### src/logic/rv_types_pkg.sv
// RV32I back end shared types: sizes, writeback and memory op kinds, stage records
package rv_types_pkg;

    // ----------------------------------------------------------
    // Sizes
    // ----------------------------------------------------------
    localparam int xlen       = 32;
    localparam int dmem_words = 256;                // Data RAM depth in words
    localparam int dmem_aw    = $clog2(dmem_words); // Word address width

    // ----------------------------------------------------------
    // Operation kinds
    // ----------------------------------------------------------

    // Source of the value written to rd
    typedef enum logic [3:0] {
        u_imm_rd,
        alu_out_rd,
        ext_br,      // Zero-extended branch compare bit
        lb,
        lbu,
        lh,
        lhu,
        lw,
        none         // Stores and anything without rd
    } rd_sel_t;

    typedef enum logic [2:0] {
        mem_none,
        mem_load,
        mem_store_b,
        mem_store_h,
        mem_store_w
    } mem_op_t;

    // ----------------------------------------------------------
    // Stage records
    // ----------------------------------------------------------

    // Executed instruction as handed over by the issuer
    typedef struct packed {
        logic [4:0]      rd_s;
        rd_sel_t         rd_m_sel;
        logic            regf_we;
        mem_op_t         mem_op;
        logic [xlen-1:0] alu_out;
        logic [xlen-1:0] u_imm;
        logic [xlen-1:0] dmem_addr;  // Byte address
        logic [xlen-1:0] store_data; // Unshifted, lanes placed in mem stage
        logic            br_en;
    } issue_t;

    typedef struct packed {
        logic            valid_s;
        logic [4:0]      rd_s_s;
        rd_sel_t         rd_m_sel_s;
        logic            regf_we_s;
        logic [xlen-1:0] alu_out_s;
        logic [xlen-1:0] u_imm_s;
        logic            br_en_s;
        logic [xlen-1:0] dmem_addr_s; // Low bits pick the load lane
    } mem_wb_t;

    // One data RAM access, word addressed with byte lanes
    typedef struct packed {
        logic               req;
        logic               we;
        logic [dmem_aw-1:0] addr;
        logic [3:0]         wmask;
        logic [xlen-1:0]    wdata;
    } dmem_req_t;

endpackage
### src/logic/wb_stage.sv
// Writeback stage: picks the rd value and extracts and extends loaded data
module wb_stage (
    input  logic                  rst,
    input  rv_types_pkg::mem_wb_t mem_wb,
    input  logic [31:0]           dmem_rdata,
    input  logic                  dmem_resp,
    output logic                  regf_we,
    output logic [4:0]            rd_sel,
    output logic [31:0]           rd_v,
    output logic                  retire_valid
);
    import rv_types_pkg::*;

    logic [1:0]  boff;
    logic [7:0]  ld_b;
    logic [15:0] ld_h;

    // Load lanes from the low address bits
    assign boff = mem_wb.dmem_addr_s[1:0];
    assign ld_b = dmem_rdata[8*boff +: 8];
    assign ld_h = dmem_rdata[16*boff[1] +: 16];

    // ----------------------------------------------------------
    // Register file write control
    // ----------------------------------------------------------
    always_comb begin
        rd_sel  = mem_wb.rd_s_s;
        regf_we = mem_wb.valid_s && mem_wb.regf_we_s;
        if (rst) begin
            regf_we = 1'b0;
        end
    end

    assign retire_valid = mem_wb.valid_s;

    // ----------------------------------------------------------
    // Result select
    // ----------------------------------------------------------
    always_comb begin
        rd_v = '0;
        case (mem_wb.rd_m_sel_s)
            u_imm_rd:   rd_v = mem_wb.u_imm_s;
            alu_out_rd: rd_v = mem_wb.alu_out_s;
            ext_br:     rd_v = {31'd0, mem_wb.br_en_s};
            lb: begin
                if (dmem_resp) rd_v = {{24{ld_b[7]}}, ld_b};
            end
            lbu: begin
                if (dmem_resp) rd_v = {24'd0, ld_b};
            end
            lh: begin
                if (dmem_resp) rd_v = {{16{ld_h[15]}}, ld_h};
            end
            lhu: begin
                if (dmem_resp) rd_v = {16'd0, ld_h};
            end
            lw: begin
                if (dmem_resp) rd_v = dmem_rdata;
            end
            default: rd_v = '0;                 // Stores write nothing
        endcase
    end

endmodule

### config.mk
export PLATFORM = sky130hd
export DESIGN_NAME = wb_stage
export DESIGN_NICKNAME = d
export VERILOG_FILES = /design/src/logic/rv_types_pkg.sv /design/src/logic/wb_stage.sv
export SDC_FILE = /design/constraint.sdc
export NUM_CORES = 1
export LEC_CHECK = 0
export BUFFER_PORTS_ARGS = -buffer_cell sky130_fd_sc_hd__buf_4
export CAP_MARGIN = 20
export CORE_AREA = 2 2 71 73
export DETAILED_ROUTE_END_ITERATION = 12
export DIE_AREA = 0 0 73 75
export PLACE_DENSITY = 0.7
export SETUP_SLACK_MARGIN = 0.15
export SKIP_LAST_GASP = 1
export SLEW_MARGIN = 0
export SYNTH_ARGS = -nofsm -noshare
export SYNTH_HDL_FRONTEND = slang
export SYNTH_SLANG_ARGS = --single-unit
### constraint.sdc
create_clock -name vclk -period 1.65
set_input_delay 0 -clock vclk [all_inputs]
set_output_delay 0 -clock vclk [all_outputs]
set_load 0.005 [all_outputs]
# Word-level counts from Yosys, hierarchy flattened
# Cells that the tools add are included.
# op_classes
n_reduce_logical	2
shifts	2
n_eq_ne	7
mux	7
# ops
cell	count
$pmux W32 S8	1
$mux W32	3
$shiftx A32 B6 Y16	1
$shiftx A32 B6 Y8	1
$eq A4 B3 Y1 const B	4
$mux W16	1
$eq A4 B2 Y1 const B	2
$mux W8	1
$eq A4 B1 Y1 const B	1
$logic_not A4 Y1	1
$logic_and A1 B1 Y1	1
$mux W1	1
# word_totals
input_bits	142
wordCells	18
register_bits	0
out_inout_bits	39

# Logic depth before layout (Yosys ltp)
# depth
word_depth	3
mapped_depth	7
ltp_nobuf	4

# Worst setup path after synthesis
# No wires, ideal clock.
# synth_path
path_kind	in2out
from	in mem_wb[0] (netlist name)
to	out rd_v[17]
path_slack_ps	437
required_time_ps	1650
t_arrival_ps	1213
cell_stages	6
path_buffers	2
cell_sequence	buf_6 -> mux4_2 -> nand3_4 -> a21boi_4 -> buf_6 -> nand2_1
# synth_between
elab_chain_cells	3
# synth_lines
item	line_no	text
start: declaration	wb_stage.sv:4	input rv_types_pkg::mem_wb_t mem_wb,
$shiftx A32 B6 Y8	wb_stage.sv:20	assign ld_b = dmem_rdata[8*boff +: 8];
$mux W32	wb_stage.sv:46	if (dmem_resp) rd_v = {{24{ld_b[7]}}, ld_b};
$pmux W32 S8	wb_stage.sv:41	case (mem_wb.rd_m_sel_s)
end: declaration	wb_stage.sv:9	output logic [31:0] rd_v,
# Every way passes these cells.

# Final worst setup path
# Same ends and word-level chain as after synthesis.

==> metrics.txt <==
worst-path fanout max 9; Port Buffer Count between 100 and 150; die width ~73 um; category of the most critical setup path primary input to output pin; critical-path cell with the highest stage delay mux4_2; row count 25; CP delay by family, top multiplexers; Die Area around 5500 um2; Tmin final between 1000 and 1500 ps; placer's final routability congestion estimate between 0.8 and 0.9; WL per Instance about 18 um; Synth-to-Final Area Change 93.42%; dpl hpwl between 4 and 5 mm; status finished, final reports clean; Inst Count DP ~330; Seq/Total Area, Yosys 0; WL final roughly 5.8 mm; area share of the largest cell type after synthesis 0.2018; LEAKAGE 1.186 nW; Min-Delay Path Class primary input to output pin; syn nets about 290; Hold Buf Count CTS 0; CP arrival 1420 ps; Avg Cell Area, Syn approximately 7.8 um2; FFs & Latches 0; Setup crit start kind primary input; Setup violations, final 0; effective utilization at floorplan 0.2448; Clock buffer cells 0; most frequent cells after synthesis nand3_1, a222oi_1, nand2_1, a22oi_1, buf_4; pin count of the biggest net entering global routing 31; Post-Synthesis Cell Area approximately 1100 um2; CP bufs+invs 3; first-pass GRT wire length roughly 8.4 mm; initial DRC count about 150; most common cell in the synthesized netlist nand3_1; Worst setup EP type output pin; PD cells 225.9 nW/um2; I/O pins ~180; Least-Margin Pin Slew roughly 400 ps; number of nets in the layout 418; f_max 705.7 MHz; final-layout fill cell count roughly 460; drt first pass iters 5; Max Slew Vio Count 0; via count 1,876; final cell count without fillers between 300 and 400; fin util 0.4736; CP max stage delay between 500 and 600 ps; initial antenna violation count 0; multi-input logic area 991.0 um2; DRC viols 0; Routed Antenna Nets 0; Total GRT Usage 0.1935; Mapped Cells roughly 150; setup_tns 0 ps; worst-path cell chain buf_4 -> mux4_2 -> nand3_4 -> a21boi_4 -> buf_4 -> nand2_1 -> buf_4; final hold violations 0; Slew headroom 0.7342; Core ar. about 4700 um2; Netlist cell types 35; Synth area leaders a222oi_1, mux4_1, nand3_1; share of layout cells above drive strength 1 0.5912; final worst path period share 0.8588; RSZ-0062 raised after global routing no; yosys warns 0; vias in the first global route roughly 1,800; Max-cap violations 0; vias per std cell roughly 5.7; Peak VDD IR about 0.13 mV; Req. time, crit path around 1700 ps; register area 0 um2; Most Frequent Cell on Critical Path buf_4; ANT cells 0; die height approximately 75 um; grt total ovfl 0; Synth area leader a222oi_1
## worst paths after layout
check	slack, ps	start	to	depth (start not counted)
min	0.002	mem_wb[106]	rd_sel[4]	0
max	230	mem_wb[0]	rd_v[17]	7
## timing repair
action | 4_1_cts | 5_1_grt
setup buffers | 0 | 0
setup endpoints to repair | 0 | 25
resized for setup | 0 | 2
## per-stage QoR
| step | instance area (um2) | total power, mW | hold slack [ps] | setup WS (ps) |
|---|---|---|---|---|
| after floorplan | 1141 | 0.1820 | 31.10 | 437.4 |
| after global routing | 2207 | 0.5365 | 0.007939 | 180.0 |
| after CTS | 2205 | 0.5007 | 0.06013 | 185.1 |
| after global placement | 2205 | 0.4925 | 0.06013 | 223.5 |
| after detailed placement | 2205 | 0.4983 | 0.06013 | 168.1 |
| final | 2207 | 0.4986 | 0.002291 | 233.0 |
## routing by layer
metal | routed length (um) | up-vias | global-route usage
li1 | - | 879 | -
met1 | 2337 | 877 | 0.2380
met2 | 2906 | 114 | 0.3754
met3 | 496 | 6 | 0.01740
met4 | 52 | 0 | 0.02058
met5 | 0 | - | 0
## report_power, final
group          switching, mW  total (mW)  internal, mW
Combinational          0.186       0.499         0.312
Clock                      0           0             0
Sequential                 0           0             0
Total                  0.186       0.499         0.312
## cell type report
cell class | count | share of cell area
Multi-Input combinational cell | 120 | 0.4490
Inverter | 2 | 0.003401
Tap cell | 54 | 0.03061
Timing Repair Buffer | 152 | 0.5170
## kinds of logic (layout without fill, tap and decap cells)
logic type | count (synthesis) | in the layout | synth area share
xor gates and xnor gates | 1 | 1 | 0.007677
buffers and inverters | 26 | 154 | 0.1393
AOI/OAI and AO/OA | 46 | 46 | 0.3618
and+or+nand+nor | 62 | 62 | 0.2840
adders and majority gates | 1 | 1 | 0.008772
muxes | 10 | 10 | 0.1985
## cells in the final DEF, fill, tap and decap left out
cell	instances
maj3_1	1
nand3_4	1
a21oi_1	1
and2_1	1
nand2b_1	1
o211ai_1	1
nor4_2	1
and3b_1	1
xor2_1	1
mux2i_1	2
a21oi_2	1
a21boi_4	1
a222oi_1	23
a211oi_1	1
a22oi_1	15
or2_2	1
nor2b_1	1
or3b_2	1
and2b_1	1
a32oi_1	2
o21ai_0	1
mux4_1	7
buf_4	152
nand2_1	18
nor2_1	2
mux4_2	1
nand3_1	28
inv_1	2
nand3b_1	2
and3_2	3
(Power assumes the default switching activity.)
