File: src/logic/rv_types_pkg.sv
// RV32I back end shared types: sizes, writeback and memory op kinds, stage records
package rv_types_pkg;

    // ----------------------------------------------------------
    // Sizes
    // ----------------------------------------------------------
    localparam int xlen       = 32;
    localparam int dmem_words = 256;                // Data RAM depth in words
    localparam int dmem_aw    = $clog2(dmem_words); // Word address width

    // ----------------------------------------------------------
    // Operation kinds
    // ----------------------------------------------------------

    // Source of the value written to rd
    typedef enum logic [3:0] {
        u_imm_rd,
        alu_out_rd,
        ext_br,      // Zero-extended branch compare bit
        lb,
        lbu,
        lh,
        lhu,
        lw,
        none         // Stores and anything without rd
    } rd_sel_t;

    typedef enum logic [2:0] {
        mem_none,
        mem_load,
        mem_store_b,
        mem_store_h,
        mem_store_w
    } mem_op_t;

    // ----------------------------------------------------------
    // Stage records
    // ----------------------------------------------------------

    // Executed instruction as handed over by the issuer
    typedef struct packed {
        logic [4:0]      rd_s;
        rd_sel_t         rd_m_sel;
        logic            regf_we;
        mem_op_t         mem_op;
        logic [xlen-1:0] alu_out;
        logic [xlen-1:0] u_imm;
        logic [xlen-1:0] dmem_addr;  // Byte address
        logic [xlen-1:0] store_data; // Unshifted, lanes placed in mem stage
        logic            br_en;
    } issue_t;

    typedef struct packed {
        logic            valid_s;
        logic [4:0]      rd_s_s;
        rd_sel_t         rd_m_sel_s;
        logic            regf_we_s;
        logic [xlen-1:0] alu_out_s;
        logic [xlen-1:0] u_imm_s;
        logic            br_en_s;
        logic [xlen-1:0] dmem_addr_s; // Low bits pick the load lane
    } mem_wb_t;

    // One data RAM access, word addressed with byte lanes
    typedef struct packed {
        logic               req;
        logic               we;
        logic [dmem_aw-1:0] addr;
        logic [3:0]         wmask;
        logic [xlen-1:0]    wdata;
    } dmem_req_t;

endpackage
File: src/logic/mem_stage.sv
// Memory stage: ex/mem register, byte-lane load/store requests and mem/wb register
module mem_stage (
    input  logic                    clk,
    input  logic                    rst,
    input  logic                    issue_valid,
    input  rv_types_pkg::issue_t    issue,
    output rv_types_pkg::dmem_req_t pipe_req,
    input  logic                    pipe_resp,
    output rv_types_pkg::mem_wb_t   mem_wb
);
    import rv_types_pkg::*;

    issue_t          ex_r;
    logic            ex_valid;
    logic [1:0]      boff;
    logic [xlen-1:0] sd;
    mem_wb_t         mem_wb_r;
    logic            acc_pend;  // Memory access sitting in mem/wb

    // ----------------------------------------------------------
    // Ex/mem register
    // ----------------------------------------------------------
    always_ff @(posedge clk) begin
        if (rst) begin
            ex_valid <= 1'b0;
        end else begin
            ex_valid <= issue_valid;
        end
    end

    always_ff @(posedge clk) begin
        if (issue_valid) begin
            ex_r <= issue;
        end
    end

    // ----------------------------------------------------------
    // Request formation
    // ----------------------------------------------------------
    assign boff = ex_r.dmem_addr[1:0];
    assign sd   = ex_r.store_data;

    always_comb begin
        pipe_req       = '0;
        pipe_req.req   = ex_valid && (ex_r.mem_op != mem_none);
        pipe_req.addr  = ex_r.dmem_addr[dmem_aw+1:2];
        case (ex_r.mem_op)
            mem_store_b: begin
                pipe_req.we    = 1'b1;
                pipe_req.wmask = 4'b0001 << boff;
                pipe_req.wdata = {4{sd[7:0]}};         // Replicated, mask picks the lane
            end
            mem_store_h: begin
                pipe_req.we    = 1'b1;
                pipe_req.wmask = 4'b0011 << {boff[1], 1'b0};
                pipe_req.wdata = {2{sd[15:0]}};
            end
            mem_store_w: begin
                pipe_req.we    = 1'b1;
                pipe_req.wmask = 4'b1111;
                pipe_req.wdata = sd;
            end
            default: ;                                  // Loads read the whole word
        endcase
    end

    // ----------------------------------------------------------
    // Mem/wb register
    // ----------------------------------------------------------
    always_ff @(posedge clk) begin
        if (rst) begin
            mem_wb_r.valid_s <= 1'b0;
            acc_pend         <= 1'b0;
        end else begin
            mem_wb_r.valid_s     <= ex_valid;
            mem_wb_r.rd_s_s      <= ex_r.rd_s;
            mem_wb_r.rd_m_sel_s  <= ex_r.rd_m_sel;
            mem_wb_r.regf_we_s   <= ex_r.regf_we;
            mem_wb_r.alu_out_s   <= ex_r.alu_out;
            mem_wb_r.u_imm_s     <= ex_r.u_imm;
            mem_wb_r.br_en_s     <= ex_r.br_en;
            mem_wb_r.dmem_addr_s <= ex_r.dmem_addr;
            acc_pend             <= pipe_req.req;
        end
    end

    // A memory op retires only together with its RAM response
    always_comb begin
        mem_wb         = mem_wb_r;
        mem_wb.valid_s = mem_wb_r.valid_s && (!acc_pend || pipe_resp);
    end

endmodule

File: config.mk
export PLATFORM = sky130hd
export DESIGN_NAME = mem_stage
export DESIGN_NICKNAME = d
export VERILOG_FILES = /design/src/logic/rv_types_pkg.sv /design/src/logic/mem_stage.sv
export SDC_FILE = /design/constraint.sdc
export NUM_CORES = 1
export LEC_CHECK = 0
export ABC_AREA = 1
export BUFFER_PORTS_ARGS = -buffer_cell sky130_fd_sc_hd__buf_2
export CAP_MARGIN = 20
export CORE_UTILIZATION = 45
export CTS_CLUSTER_DIAMETER = 30
export DETAILED_ROUTE_END_ITERATION = 6
export GPL_ROUTABILITY_DRIVEN = 0
export GPL_TIMING_DRIVEN = 0
export PLACE_DENSITY = 0.7
export SYNTH_ARGS = -nofsm -noshare
export SYNTH_HDL_FRONTEND = slang
export SYNTH_SLANG_ARGS = --single-unit
File: constraint.sdc
create_clock -name clk -period 3.25 [get_ports clk]
set_input_delay 0.325 -clock clk [delete_from_list [all_inputs] [get_ports clk]]
set_output_delay 0.325 -clock clk [all_outputs]
set_load 0.01 [all_outputs]
# Yosys cells after proc, flatten, opt, wreduce, memory -nomap -nowiden
# Index checks and enable logic that the tools add are counted.
# Widths: inputs -> output; s select.
# word_totals
elab_cells	32
register_bits	252
# op_classes
n_mux	2
shift	2
reduce_logical	6
eq_ne	3
# op_table
op	count
$pmux 36 s3	1
$eq 3x2->1 const B	2
$shl 1x2->4 const A	1
$shl 2x2->4 const A	1
$eq 3x3->1 const B	1
$reduce_bool 3->1	1
$reduce_or 3->1	1
$logic_and 1x1->1	2
$logic_not 1->1	1
$logic_or 1x1->1	1
$mux 1	1

# Depth between registers and ports, before layout
# logic_depth
depth_word	3
mapped_depth	5

# Worst setup path before layout
# OpenSTA, ideal clock, no wires.
# synth_path
kind	in2reg
startpoint	input rst
endpoint	register mem_wb_r, in the netlist mem_wb[0], enable pin
path_stages	1
required_ns	2.790
arrival_ns	2.393
slack_ns	0.397
n_path_buf	0
cell_sequence	inv_1
# synth_lines
element	line_no	rtl
start: declaration	mem_stage.sv:4	input logic rst,
end: declaration	mem_stage.sv:17	mem_wb_t mem_wb_r;
# No word-level cell between the ends.

==> summary.md <==
| Metric | Value |
|---|---|
| R2R depth | `4` |
| DIE AREA | `20800 µm²` |
| # fillers | `1223` |
| TritonCTS clock tree | `built` |
| Remaining antenna violation count after routing | `0` |
| Hold Vio Cnt, Final | `0` |
| Clk buf depth | `3` |
| CTS Sinks | `252` |
| Number of global-route vias before repair | `6131` |
| Post-route minimum period | `2.27 ns` |
| # DRC | `0` |
| Die Ht | `144 µm` |
| Critical hold path startpoint | `issue[107]` |
| FF+latch area | `7540 µm²` |
| Util after Layout | `0.711` |
| TritonRoute pass-1 iters | `5` |
| Status | `finished, final reports clean` |
| Post-synthesis xor/xnor area fraction | `0` |
| Worst-margin pin slew | `0.580 ns` |
| Crit path max fanout | `10` |
| Fin crit share | `0.700` |
| Syn_nets | `657` |
| R2R Setup Slk | `2.22 ns` |
| Final wirelength | `22400 µm` |
| Synth warnings | `0` |
| Cell taking the most area after synthesis | `edfxtp_1` |
| WHS Path Cells | `1` |
| Max Clock Skew | `0.00918 ns` |
| CTS resizes | `0` |
| DR WL/cell | `17.3 µm` |
| Worst path slowest cell | `edfxtp_1` |
| Vias after detailed routing | `5996` |
| Cell variety after synth | `17` |
| PortBufs | `299` |
| Post-Syn Instances | `511` |
| Clock root cell | `clkbuf_16` |
| Total power | `9.48 mW` |
| Sequential area share after synthesis | `0.827` |
| Register bit total from synthesis | `252` |
| H-tree depth | `2` |
| Yosys top cell area share | `0.820` |
| Synthesized area per cell | `17.8 µm²` |
| Total gr overflow | `0` |
| Ant. Diodes | `0` |
| Slew Viols, Final | `0` |
| Largest family of logic cells by synthesized area | `buffers and inverters` |
| Core area | `19700 µm²` |
| Starting DRT DRC Count | `345` |
| Area fraction in compound gates after synthesis | `0.000823` |
| Total CTS buffers | `46` |
| Tot GR Track Use | `0.211` |
| Area of the multi-input gates | `618 µm²` |
| Slew margin rel. | `0.613` |
| Worst skew pair latency | `0.52 ns` |
| Critical path, cell by cell | `inv_1 -> buf_2 -> nand3_2 -> nand3_1 -> buf_2` |
| Die Wd | `144 µm` |
| Antenna violations before repair | `0` |
| Layout Nets | `1147` |
| Cell mode on critical path | `buf_2` |
| Final Setup Violations | `0` |
| Synth top area cells | `edfxtp_1 82%, buf_4 9.6%, nand3_1 3.1%` |
| Pin count of the biggest net entering global routing | `86` |
| Crit path max-delay family | `buffers and inverters` |
| Bufs and invs on worst path | `3` |
| Peak supply drop | `647 µV` |
| Ratio of cells with drive above 1 in the final layout | `0.490` |
| Setup TNS | `0 ns` |
| Worst setup SP type | `register` |
| Postcts setup bufs | `0` |
| Initial Util | `0.464` |
| Post-Syn Area | `9120 µm²` |
| Adder-cell share of the synthesized area | `0` |
| Unrepaired setup endpoints after global routing | `no` |
| DR vias/cell | `4.61` |
| Post-Synth Simple-Gate Area | `0.0670` |
| # Max-Cap Violations | `0` |
| Worst Hold Class | `in2reg` |
| Num ports | `300` |
| Area grow syn2layout | `53.3%` |
| Leak pwr | `6.03 nW` |
| Critical Path End Type | `output pin` |
| Hold Path End | `ex_r[107]$_DFFE_PP_` |
| CP max stage delay | `0.45 ns` |
| Clock transition at path regs | `0.05 ns` |
| Num rows | `51` |
| RR Endpoint | `acc_pend$_SDFF_PP0_` |
| Pwr dens | `678 nW/µm²` |
| Crit path DAT | `1.95 ns` |
| F_max | `0.440 GHz` |
| Final HPWL DP | `12800 µm` |
| Worst Path Required | `2.92 ns` |
| Mux share of post-synthesis cell area | `0` |
| RR Startpoint | `ex_r[129]$_DFFE_PP_` |
| First-pass GRT wire length | `32500 µm` |
| Crit path kind | `reg2out` |
[cell usage after synthesis]
library cell and n:
edfxtp_1 249, buf_4 117, nand3_1 57, nand2_1 47, inv_1 9, nor2_1 8
nand3_2 7, buf_2 5, dfxtp_1 3, buf_6 2, a21boi_0 1, inv_2 1
nand2_2 1, nor2_2 1, nor2_4 1, nor2_8 1, nor3_1 1
[cells by family after synthesis]
family | count (synthesis)
buffers and inverters | 134
flip-flops | 252
AND/OR/NAND/NOR | 124
AO/OA/AOI/OAI | 1
[cell usage in the layout (no fill, tap or decap), drive strengths merged]
master / netlist / final
dlygate4sd3: 0 / 141
inv: 10 / 14
a21boi: 1 / 1
clkinvlp: 0 / 1
bufinv: 0 / 7
buf: 124 / 425
nand2: 48 / 48
dfxtp: 3 / 3
nor2: 11 / 11
edfxtp: 249 / 249
nand3: 64 / 64
clkbuf: 0 / 53
clkinv: 0 / 17
nor3: 1 / 1
[worst max-delay path by stage]
stage                                   start              endpoint  cells past startpoint
after floorplan                           rst   mem_wb[0]$_DFFE_PN_                      1
final                     ex_r[129]$_DFFE_PP_           pipe_req[6]                      5
after detailed placement  ex_r[129]$_DFFE_PP_           pipe_req[6]                      5
after global routing      ex_r[129]$_DFFE_PP_           pipe_req[1]                      5
after global placement                    rst  mem_wb[15]$_DFFE_PN_                      2
after CTS                 ex_r[129]$_DFFE_PP_           pipe_req[6]                      5
[layer usage]
layer	GRT usage	share of wire
met5	0	0
met3	0.0662	0.096
met4	0.109	0.035
met2	0.363	0.51
met1	0.234	0.36
[timing repair]
action,CTS,global route
endpoints found under the hold margin,141,0
setup endpoints to repair,0,0
hold buffers,141,0
[report_power, final]
part,total [mW],internal (mW),switching (mW)
sequential,3.95,3.86,0.0884
clock,4.75,3.20,1.54
combinational,0.785,0.415,0.370
[registers in the layout, summed over array words and instances, names as in the netlist]
| name | count |
|---|---|
| sd | 32 |
| ex_r | 100 |
| boff | 2 |
| ex_valid | 1 |
| mem_wb | 107 |
| acc_pend | 1 |
| mem_wb_r | 1 |
| pipe_req | 8 |
[cell type report]
type	instances	area share
tap	265	0.0237
sequential	252	0.539
inverter	10	0.00286
clock inverter	29	0.0250
multi-input combinational	125	0.0442
timing repair buffer	442	0.212
buffer	124	0.0662
clock buffer	53	0.0864
[through the flow]
stage               hold slack (ns)  std cells  setup slack [ns]  instance area [µm²]
floorplan                     0.396        511             0.397                 9120
global placement              0.400       1075            -0.761                10900
detailed placement            0.405       1077              1.53                11000
CTS                          0.0113       1300             0.984                14000
global route                 0.0163       1300             0.871                14000
finish                       0.0435       1300             0.976                14000
No activity file was read; power rests on OpenSTA's default activity.
