File: src/logic/rv_types_pkg.sv
// RV32I back end shared types: sizes, writeback and memory op kinds, stage records
package rv_types_pkg;

    // ----------------------------------------------------------
    // Sizes
    // ----------------------------------------------------------
    localparam int xlen       = 32;
    localparam int dmem_words = 256;                // Data RAM depth in words
    localparam int dmem_aw    = $clog2(dmem_words); // Word address width

    // ----------------------------------------------------------
    // Operation kinds
    // ----------------------------------------------------------

    // Source of the value written to rd
    typedef enum logic [3:0] {
        u_imm_rd,
        alu_out_rd,
        ext_br,      // Zero-extended branch compare bit
        lb,
        lbu,
        lh,
        lhu,
        lw,
        none         // Stores and anything without rd
    } rd_sel_t;

    typedef enum logic [2:0] {
        mem_none,
        mem_load,
        mem_store_b,
        mem_store_h,
        mem_store_w
    } mem_op_t;

    // ----------------------------------------------------------
    // Stage records
    // ----------------------------------------------------------

    // Executed instruction as handed over by the issuer
    typedef struct packed {
        logic [4:0]      rd_s;
        rd_sel_t         rd_m_sel;
        logic            regf_we;
        mem_op_t         mem_op;
        logic [xlen-1:0] alu_out;
        logic [xlen-1:0] u_imm;
        logic [xlen-1:0] dmem_addr;  // Byte address
        logic [xlen-1:0] store_data; // Unshifted, lanes placed in mem stage
        logic            br_en;
    } issue_t;

    typedef struct packed {
        logic            valid_s;
        logic [4:0]      rd_s_s;
        rd_sel_t         rd_m_sel_s;
        logic            regf_we_s;
        logic [xlen-1:0] alu_out_s;
        logic [xlen-1:0] u_imm_s;
        logic            br_en_s;
        logic [xlen-1:0] dmem_addr_s; // Low bits pick the load lane
    } mem_wb_t;

    // One data RAM access, word addressed with byte lanes
    typedef struct packed {
        logic               req;
        logic               we;
        logic [dmem_aw-1:0] addr;
        logic [3:0]         wmask;
        logic [xlen-1:0]    wdata;
    } dmem_req_t;

endpackage
File: src/logic/dmem_arbiter.sv
// Data RAM arbiter: pipeline over host at fixed priority, response steered by owner bit
module dmem_arbiter (
    input  logic                    clk,
    input  logic                    rst,
    input  rv_types_pkg::dmem_req_t pipe_req,
    input  rv_types_pkg::dmem_req_t host_req_s,
    output rv_types_pkg::dmem_req_t ram_req,
    input  logic [31:0]             ram_rdata,
    input  logic                    ram_resp,
    output logic [31:0]             pipe_rdata,
    output logic                    pipe_resp,
    output logic [31:0]             host_rdata,
    output logic                    host_resp
);

    logic pipe_gnt;
    logic host_gnt;
    logic owner_r;   // 1 when the access in flight belongs to the host

    // Pipeline cannot stall, host waits for an idle cycle
    assign pipe_gnt = pipe_req.req;
    // Host is not regranted while its own response is out
    assign host_gnt = host_req_s.req && !pipe_req.req && !host_resp;

    always_comb begin
        ram_req     = pipe_gnt ? pipe_req : host_req_s;
        ram_req.req = pipe_gnt || host_gnt;
    end

    always_ff @(posedge clk) begin
        if (rst) begin
            owner_r <= 1'b0;
        end else begin
            owner_r <= host_gnt;
        end
    end

    // ----------------------------------------------------------
    // Response routing
    // ----------------------------------------------------------
    assign pipe_resp  = ram_resp && !owner_r;
    assign host_resp  = ram_resp && owner_r;
    assign pipe_rdata = ram_rdata;
    assign host_rdata = ram_rdata;

endmodule

File: config.mk
export PLATFORM = sky130hd
export DESIGN_NAME = dmem_arbiter
export DESIGN_NICKNAME = d
export VERILOG_FILES = /design/src/logic/rv_types_pkg.sv /design/src/logic/dmem_arbiter.sv
export SDC_FILE = /design/constraint.sdc
export NUM_CORES = 1
export LEC_CHECK = 0
export BUFFER_PORTS_ARGS = -buffer_cell sky130_fd_sc_hd__buf_2
export CAP_MARGIN = 20
export CORE_AREA = 2 2 92 94
export DETAILED_ROUTE_END_ITERATION = 7
export DIE_AREA = 0 0 94 96
export PLACE_DENSITY_LB_ADDON = 0.12
export SLEW_MARGIN = 20
export SYNTH_ARGS = -nofsm -noshare
export SYNTH_HDL_FRONTEND = slang
export SYNTH_SLANG_ARGS = --single-unit
export TNS_END_PERCENT = 50
File: constraint.sdc
create_clock -name clk -period 1 [get_ports clk]
set_input_delay 0.2 -clock clk [delete_from_list [all_inputs] [get_ports clk]]
set_output_delay 0.2 -clock clk [all_outputs]
set_load 0.01 [all_outputs]
== Word-level counts from Yosys, hierarchy flattened ==
Index checks and enable logic that the tools add are counted.

* Register bits: 1
* Output and inout bits: 112
* Logic and storage cells: 10

* Mux-type cells: 1
* Reduce and logical (&&, ||, !) cells: 8

{| class="wikitable"
|+ Operators with widths
! operator !! number
|-
| 45-bit 2-to-1 mux || 1
|-
| 1-bit logical AND || 4
|-
| 1-bit logical NOT || 3
|-
| 1-bit logical OR || 1
|}

== Logic depth before layout (Yosys ltp) ==
Gate-level depths: netlist (run 1).

* Depth after elaboration: 4
* Mapped depth: 3
* Mapped depth without buffers: 3

== Worst setup path before layout (run 1) ==
No wires, ideal clock.

* Kind: input port to output port
* From: in pipe_req[45] (netlist bit)
* To: out ram_req[15] (netlist bit)
* Arrival time: 0.806 ns
* Slack: -0.006 ns
* Stages on the path: 3
* Buffers on the path: 2
* Path through: buf_6 > buf_6 > mux2_4

{| class="wikitable"
|+ RTL lines
! item !! RTL line !! RTL
|-
| from (decl) || dmem_arbiter.sv:5 || <nowiki>input rv_types_pkg::dmem_req_t pipe_req,</nowiki>
|-
| to (decl) || dmem_arbiter.sv:7 || <nowiki>output rv_types_pkg::dmem_req_t ram_req,</nowiki>
|}

==> impl_metrics.py, run 1 <==
metrics = {
    "run_status": {
        "outcome": "complete, but fails checks",
        "violations": "setup timing",
    },
    "placement": {
        "hpwl_um": 4780,
        "pre_cts_slack_ns": -0.275,
        "gp_congestion": 0.702,
        "dpl.cell_count": 303,
        "io_buffers": 142,
    },
    "clock_network": {
        "clkTransAtPathRegs_ns": 0,
        "postCtsHoldBufs": 0,
        "insertion_delay_ns": 0,
    },
    "detailed_routing": {
        "drtPass1Iterations": 2,
        "wl_um": 5400,
        "num_vias": 1116,
        "via_per_inst": 3.64,
        "drc": 0,
        "drt_iter0_drc": 11,
        "ant_nets": 0,
        "wl_per_cell_um": 17.6,
    },
    "sta": {
        "drv_slew": 0,
        "fin_ws_ns": -0.135,
        "grt_setup_unrepaired": "yes",
        "timing.hold.ws_ns": 0.378,
        "period_needed_ns": 1.14,
        "finClkSkew_ns": 0,
        "fin_crit_sh": 1.14,
        "setup_violations": 46,
        "slew-limit-headroom": 0.879,
        "worst_pin_slew_ns": 0.181,
        "finalHoldViolations": 0,
        "fmax_mhz": 881,
    },
    "worst_setup_path": {
        "startpoint": "pipe_req[45]",
        "crit_path_end_kind": "output port",
        "cp_data_required_time_ns": 0.80,
        "crit_type": "in -> out",
        "cp_max_fo": 7,
        "crit_path_start_kind": "input pin",
        "arrival_ns": 0.94,
        "regToRegSetupSlack_ns": 0.28,
        "worstReg2RegStart": "owner_r$_SDFF_PP0_",
    },
    "yosys": {
        "synth_warnings": 0,
        "syn_area_per_cell_sq_um": 9.99,
        "synth-seq-cells": 1,
        "synth_common_cells": "buf_4, mux2_4, mux2_2",
        "yosysTopAreaCell": "buf_4",
        "ys_top_cells_by_area": "buf_4, mux2_4, mux2_2, buf_6, dfxtp_1",
        "yosysMostFrequentCell": "buf_4",
        "synthFlopType": "dfxtp_1",
        "syn-instance-count": 120,
        "synth-edff-count": 0,
        "synthArstFlopShare": 0,
        "ys_seq_area_frac": 0.0167,
        "netlist_area_sq_um": 1200,
        "ys_types": 11,
        "yosysTopAreaCellShare": 0.401,
        "synth_fp_nets": 247,
    },
    "finish": {
        "nets": 330,
        "fin_util": 0.252,
        "layout.cells.non_filler": 307,
        "largest_register_ffs": 1,
        "top_register": "owner_r",
        "drive_above_1_share": 0.975,
        "biggestRegsByFlops": "owner_r: 1 flops",
        "area_delta_synth_final_pct": 69.5,
    },
    "global_route": {
        "grt_pass1_vias": 1131,
        "grt-ovfl-total": 0,
        "globalRouteTotalUtil": 0.102,
        "grt_antenna_before_repair": 1,
        "grt_max_degree": 14,
        "grt_pass1_wl_um": 6820,
    },
    "floorplanning": {
        "num_rows": 33,
        "start_util": 0.149,
        "coreArea_sq_um": 8050,
        "die_h_um": 96,
        "io_pins": 239,
        "fp.dieArea_sq_um": 9020,
        "die_w_um": 94,
    },
    "worst_hold_path": {
        "min_from": "rst",
        "hp-class": "in -> reg",
    },
    "power": {
        "peakVddDrop_mv": 0.115,
        "powerDensity_nw_per_um2": 515,
        "p_leak_nw": 1.12,
    },
    "job": {
        "drv_cap": 0,
    },
}
-- cell families (layout without fill, tap and decap cells) --
family / count (synthesis) / count (layout) / share of synthesized area
other cells: 0 / 1 / 0
mux: 45 / 45 / 0.510
simple gates: 3 / 3 / 0.0209
buf+inv: 70 / 151 / 0.446
compound gates: 1 / 1 / 0.00627
flops: 1 / 1 / 0.0167
-- metrics by stage --
step	total power, mW	setup TNS (ns)	instance area [sq um]
after floorplan	0.667	-0.114	1200
after global placement	0.790	-11.31	1590
after detailed placement	0.785	-11.35	1590
after CTS	0.963	-5.42	1850
after global routing	1.11	-5.98	2030
final	1.05	-5.13	2030
-- per-layer routing --
layer | up-vias | global-route usage | part of all wire
met1 | 472 | 0.0777 | 0.27
met3 | 29 | 0.0360 | 0.13
met2 | 108 | 0.229 | 0.57
met4 | 0 | 0.0314 | 0.032
met5 | - | 0 | 0
li1 | 507 | - | -
-- critical path, cell delays in order --
cell,delay (ns)
buf_16,0.14
clkbuf_16,0.16
mux2_4,0.31
buf_6,0.12
-- what timing repair did --
| action | 4_1_cts | 5_1_grt |
|---|---|---|
| cloned | 1 | 2 |
| setup buffers | 0 | 0 |
| endpoints found under the setup margin | 47 | 46 |
| resized for setup | 42 | 26 |
-- cells in the final DEF, fill, tap and decap left out --
master     instances
a21o_1             1
buf_12             3
buf_16             2
buf_2             95
buf_6             47
buf_8              1
clkbuf_16          2
dfxtp_1            1
diode_2            1
inv_1              1
mux2_2             5
mux2_4            40
nand2_1            1
nor2b_1            1
nor4b_2            1
-- worst paths after layout --
path                         to  depth (start not counted)
max                  ram_req[5]                          4
min reg2reg  owner_r$_SDFF_PP0_                          3
max reg2reg  owner_r$_SDFF_PP0_                          3
min          owner_r$_SDFF_PP0_                          2
-- area by class of cell --
cell class / instances / area [sq um]
repair buffers: 150 / 1180
inverters: 1 / 3.75
flip-flops and latches: 1 / 20.0
diodes: 1 / 2.50
well taps: 105 / 131
fillers: 870 / 6020
multi-input cells: 49 / 689
-- power breakdown --
group / switching (mW) / leakage [nW] / total (mW) / internal [mW]
Sequential: 0.000843 / 0.00821 / 0.0432 / 0.0424
Clock: 0 / 0.00000634 / 0.000000134 / 0.000000134
Combinational: 0.338 / 1.11 / 1.00 / 0.665
Note: power is estimated with default switching activity, not from simulation.
==> inputs of run 2 (changes only) <==
- BUFFER_PORTS_ARGS: -buffer_cell sky130_fd_sc_hd__buf_2 -> not set
- DONT_BUFFER_PORTS: not set -> 1
==> run 2 against run 1 <==
  * The run now ends clean
  * Sequential power is essentially flat
  * Critical path depth is 2 lower
  * Total power shrank 63%
  * Global-route usage fell by 1.8 points
  * Final cell count decreased by 49%
  * Via count shrank 50%
  * First-iteration DRC count rose by 55%
  * Final area fell by 61%
  * Core utilization is 15 points lower
==> impl_metrics.py, run 2 (same netlist as run 1, synthesis figures left out) <==
metrics = {
    "finish": {
        "nets": 180,
        "layout_commonest_cell": "mux2_4",
        "biggestRegsByFlops": "owner_r: 1 flops",
        "final_cell_mix": "mux2_4, mux2_2",
        "fin_util": 0.0993,
        "drive_above_1_share": 0.902,
        "area_delta_synth_final_pct": -33.3,
        "top_register": "owner_r",
        "n_fill_cell": 917,
        "layout.cells.non_filler": 156,
        "antenna_cells": 0,
        "largest_register_ffs": 1,
    },
    "power": {
        "clkPwrFrac": 0,
        "intPower_uw": 237,
        "seq_power_share": 0.112,
        "p_leak_nw": 0.325,
        "switching_share": 0.385,
        "power.switching_uw": 148,
        "peakVddDrop_mv": 0.0867,
        "powerDensity_nw_per_um2": 481,
        "p_comb_frac": 0.888,
    },
    "sta": {
        "drv_slew": 0,
        "slew-limit-headroom": 0.833,
        "fin_crit_sh": 0.794,
        "period_needed_ns": 0.794,
        "fin_ws_ns": 0.206,
        "fmax_mhz": 1260,
        "worst_pin_slew_ns": 0.251,
        "grt_setup_unrepaired": "no",
        "setup_violations": 0,
        "finalHoldViolations": 0,
        "finClkSkew_ns": 0,
    },
    "global_route": {
        "grt_pass1_wl_um": 5260,
        "grt_max_degree": 48,
        "grt_pass1_vias": 615,
        "grt_antenna_before_repair": 0,
        "globalRouteTotalUtil": 0.0846,
        "grt-ovfl-total": 0,
    },
    "worst_setup_path": {
        "crit_type": "reg -> out",
        "cp_max_fo": 2,
        "worstReg2RegStart": "owner_r$_SDFF_PP0_",
        "crit_path_start_kind": "register",
        "cp_data_required_time_ns": 0.80,
        "startpoint": "owner_r$_SDFF_PP0_",
        "crit_path_end_kind": "output port",
        "arrival_ns": 0.59,
        "critical-path-slowest-cell": "dfxtp_1",
        "worstPathCellList": "nand2_1 -> a21o_1",
        "slowest_delay_ns": 0.31,
    },
    "detailed_routing": {
        "wl_um": 4540,
        "num_vias": 557,
        "via_per_inst": 3.57,
        "drt_iter0_drc": 17,
        "drc": 0,
        "drtPass1Iterations": 4,
        "ant_nets": 0,
        "wl_per_cell_um": 29.1,
    },
    "placement": {
        "hpwl_um": 4170,
        "gp_congestion": 0.676,
        "dpl.cell_count": 156,
        "pre_cts_slack_ns": 0.209,
        "io_buffers": 0,
    },
    "floorplanning": {
        "fp.dieArea_sq_um": 9020,
        "start_util": 0.149,
        "die_h_um": 96,
        "die_w_um": 94,
        "coreArea_sq_um": 8050,
        "num_rows": 33,
        "io_pins": 239,
    },
    "clock_network": {
        "cts_resized": 0,
        "postCtsHoldBufs": 0,
        "clkTransAtPathRegs_ns": 0,
        "insertion_delay_ns": 0,
        "cts_setup_buffers": 0,
    },
    "run_status": {
        "outcome": "finished, final reports clean",
    },
    "job": {
        "drv_cap": 0,
    },
    "worst_hold_path": {
        "min_from": "rst",
        "hp-class": "in -> reg",
    },
}
==> run 2: metal layers <==
metal,GRT usage,wire length (um),vias up
li1,-,-,203
met1,0.0483,948,220
met2,0.183,2550,107
met3,0.0658,912,27
met4,0.0242,135,0
met5,0,0,-
==> run 2: final timing paths <==
kind / end / slack, ns / cells past startpoint
max reg2reg: owner_r$_SDFF_PP0_ / 0.25 / 3
min reg2reg: owner_r$_SDFF_PP0_ / 0.63 / 3
min: owner_r$_SDFF_PP0_ / 0.28 / 1
max: ram_req[45] / 0.21 / 2
==> run 2: power by group through the flow <==
stage	combinational [mW]	sequential, mW	clock [mW]
after CTS	0.348	0.0433	0
after floorplan	0.624	0.0430	0
after global routing	0.359	0.0435	0
final	0.342	0.0433	0
after detailed placement	0.346	0.0432	0
after global placement	0.345	0.0431	0
==> run 2: worst max-delay path: cells and delay by family, from the launching register on <==
family	cells	cell delay [ns]
and+or+nand+nor	1	0.07
DFF	1	0.31
AOI/OAI and AO/OA	1	0.21
==> run 2: final cells by class <==
class | count | area (sq um) | area share
inverter | 1 | 3.75 | 0.00469
sequential | 1 | 20.0 | 0.0250
tap | 105 | 131 | 0.164
multi-input combinational | 49 | 644 | 0.806
==> run 2: metrics by stage <==
| stage | setup TNS [ns] | hold slack [ns] | total power, mW | instance area, sq um |
|---|---|---|---|---|
| after detailed placement | 0 | 0.279 | 0.389 | 800 |
| after global placement | 0 | 0.275 | 0.388 | 800 |
| final | 0 | 0.277 | 0.385 | 800 |
| after CTS | 0 | 0.277 | 0.391 | 800 |
| after global routing | 0 | 0.283 | 0.402 | 800 |
| after floorplan | -0.114 | 0.274 | 0.667 | 1200 |
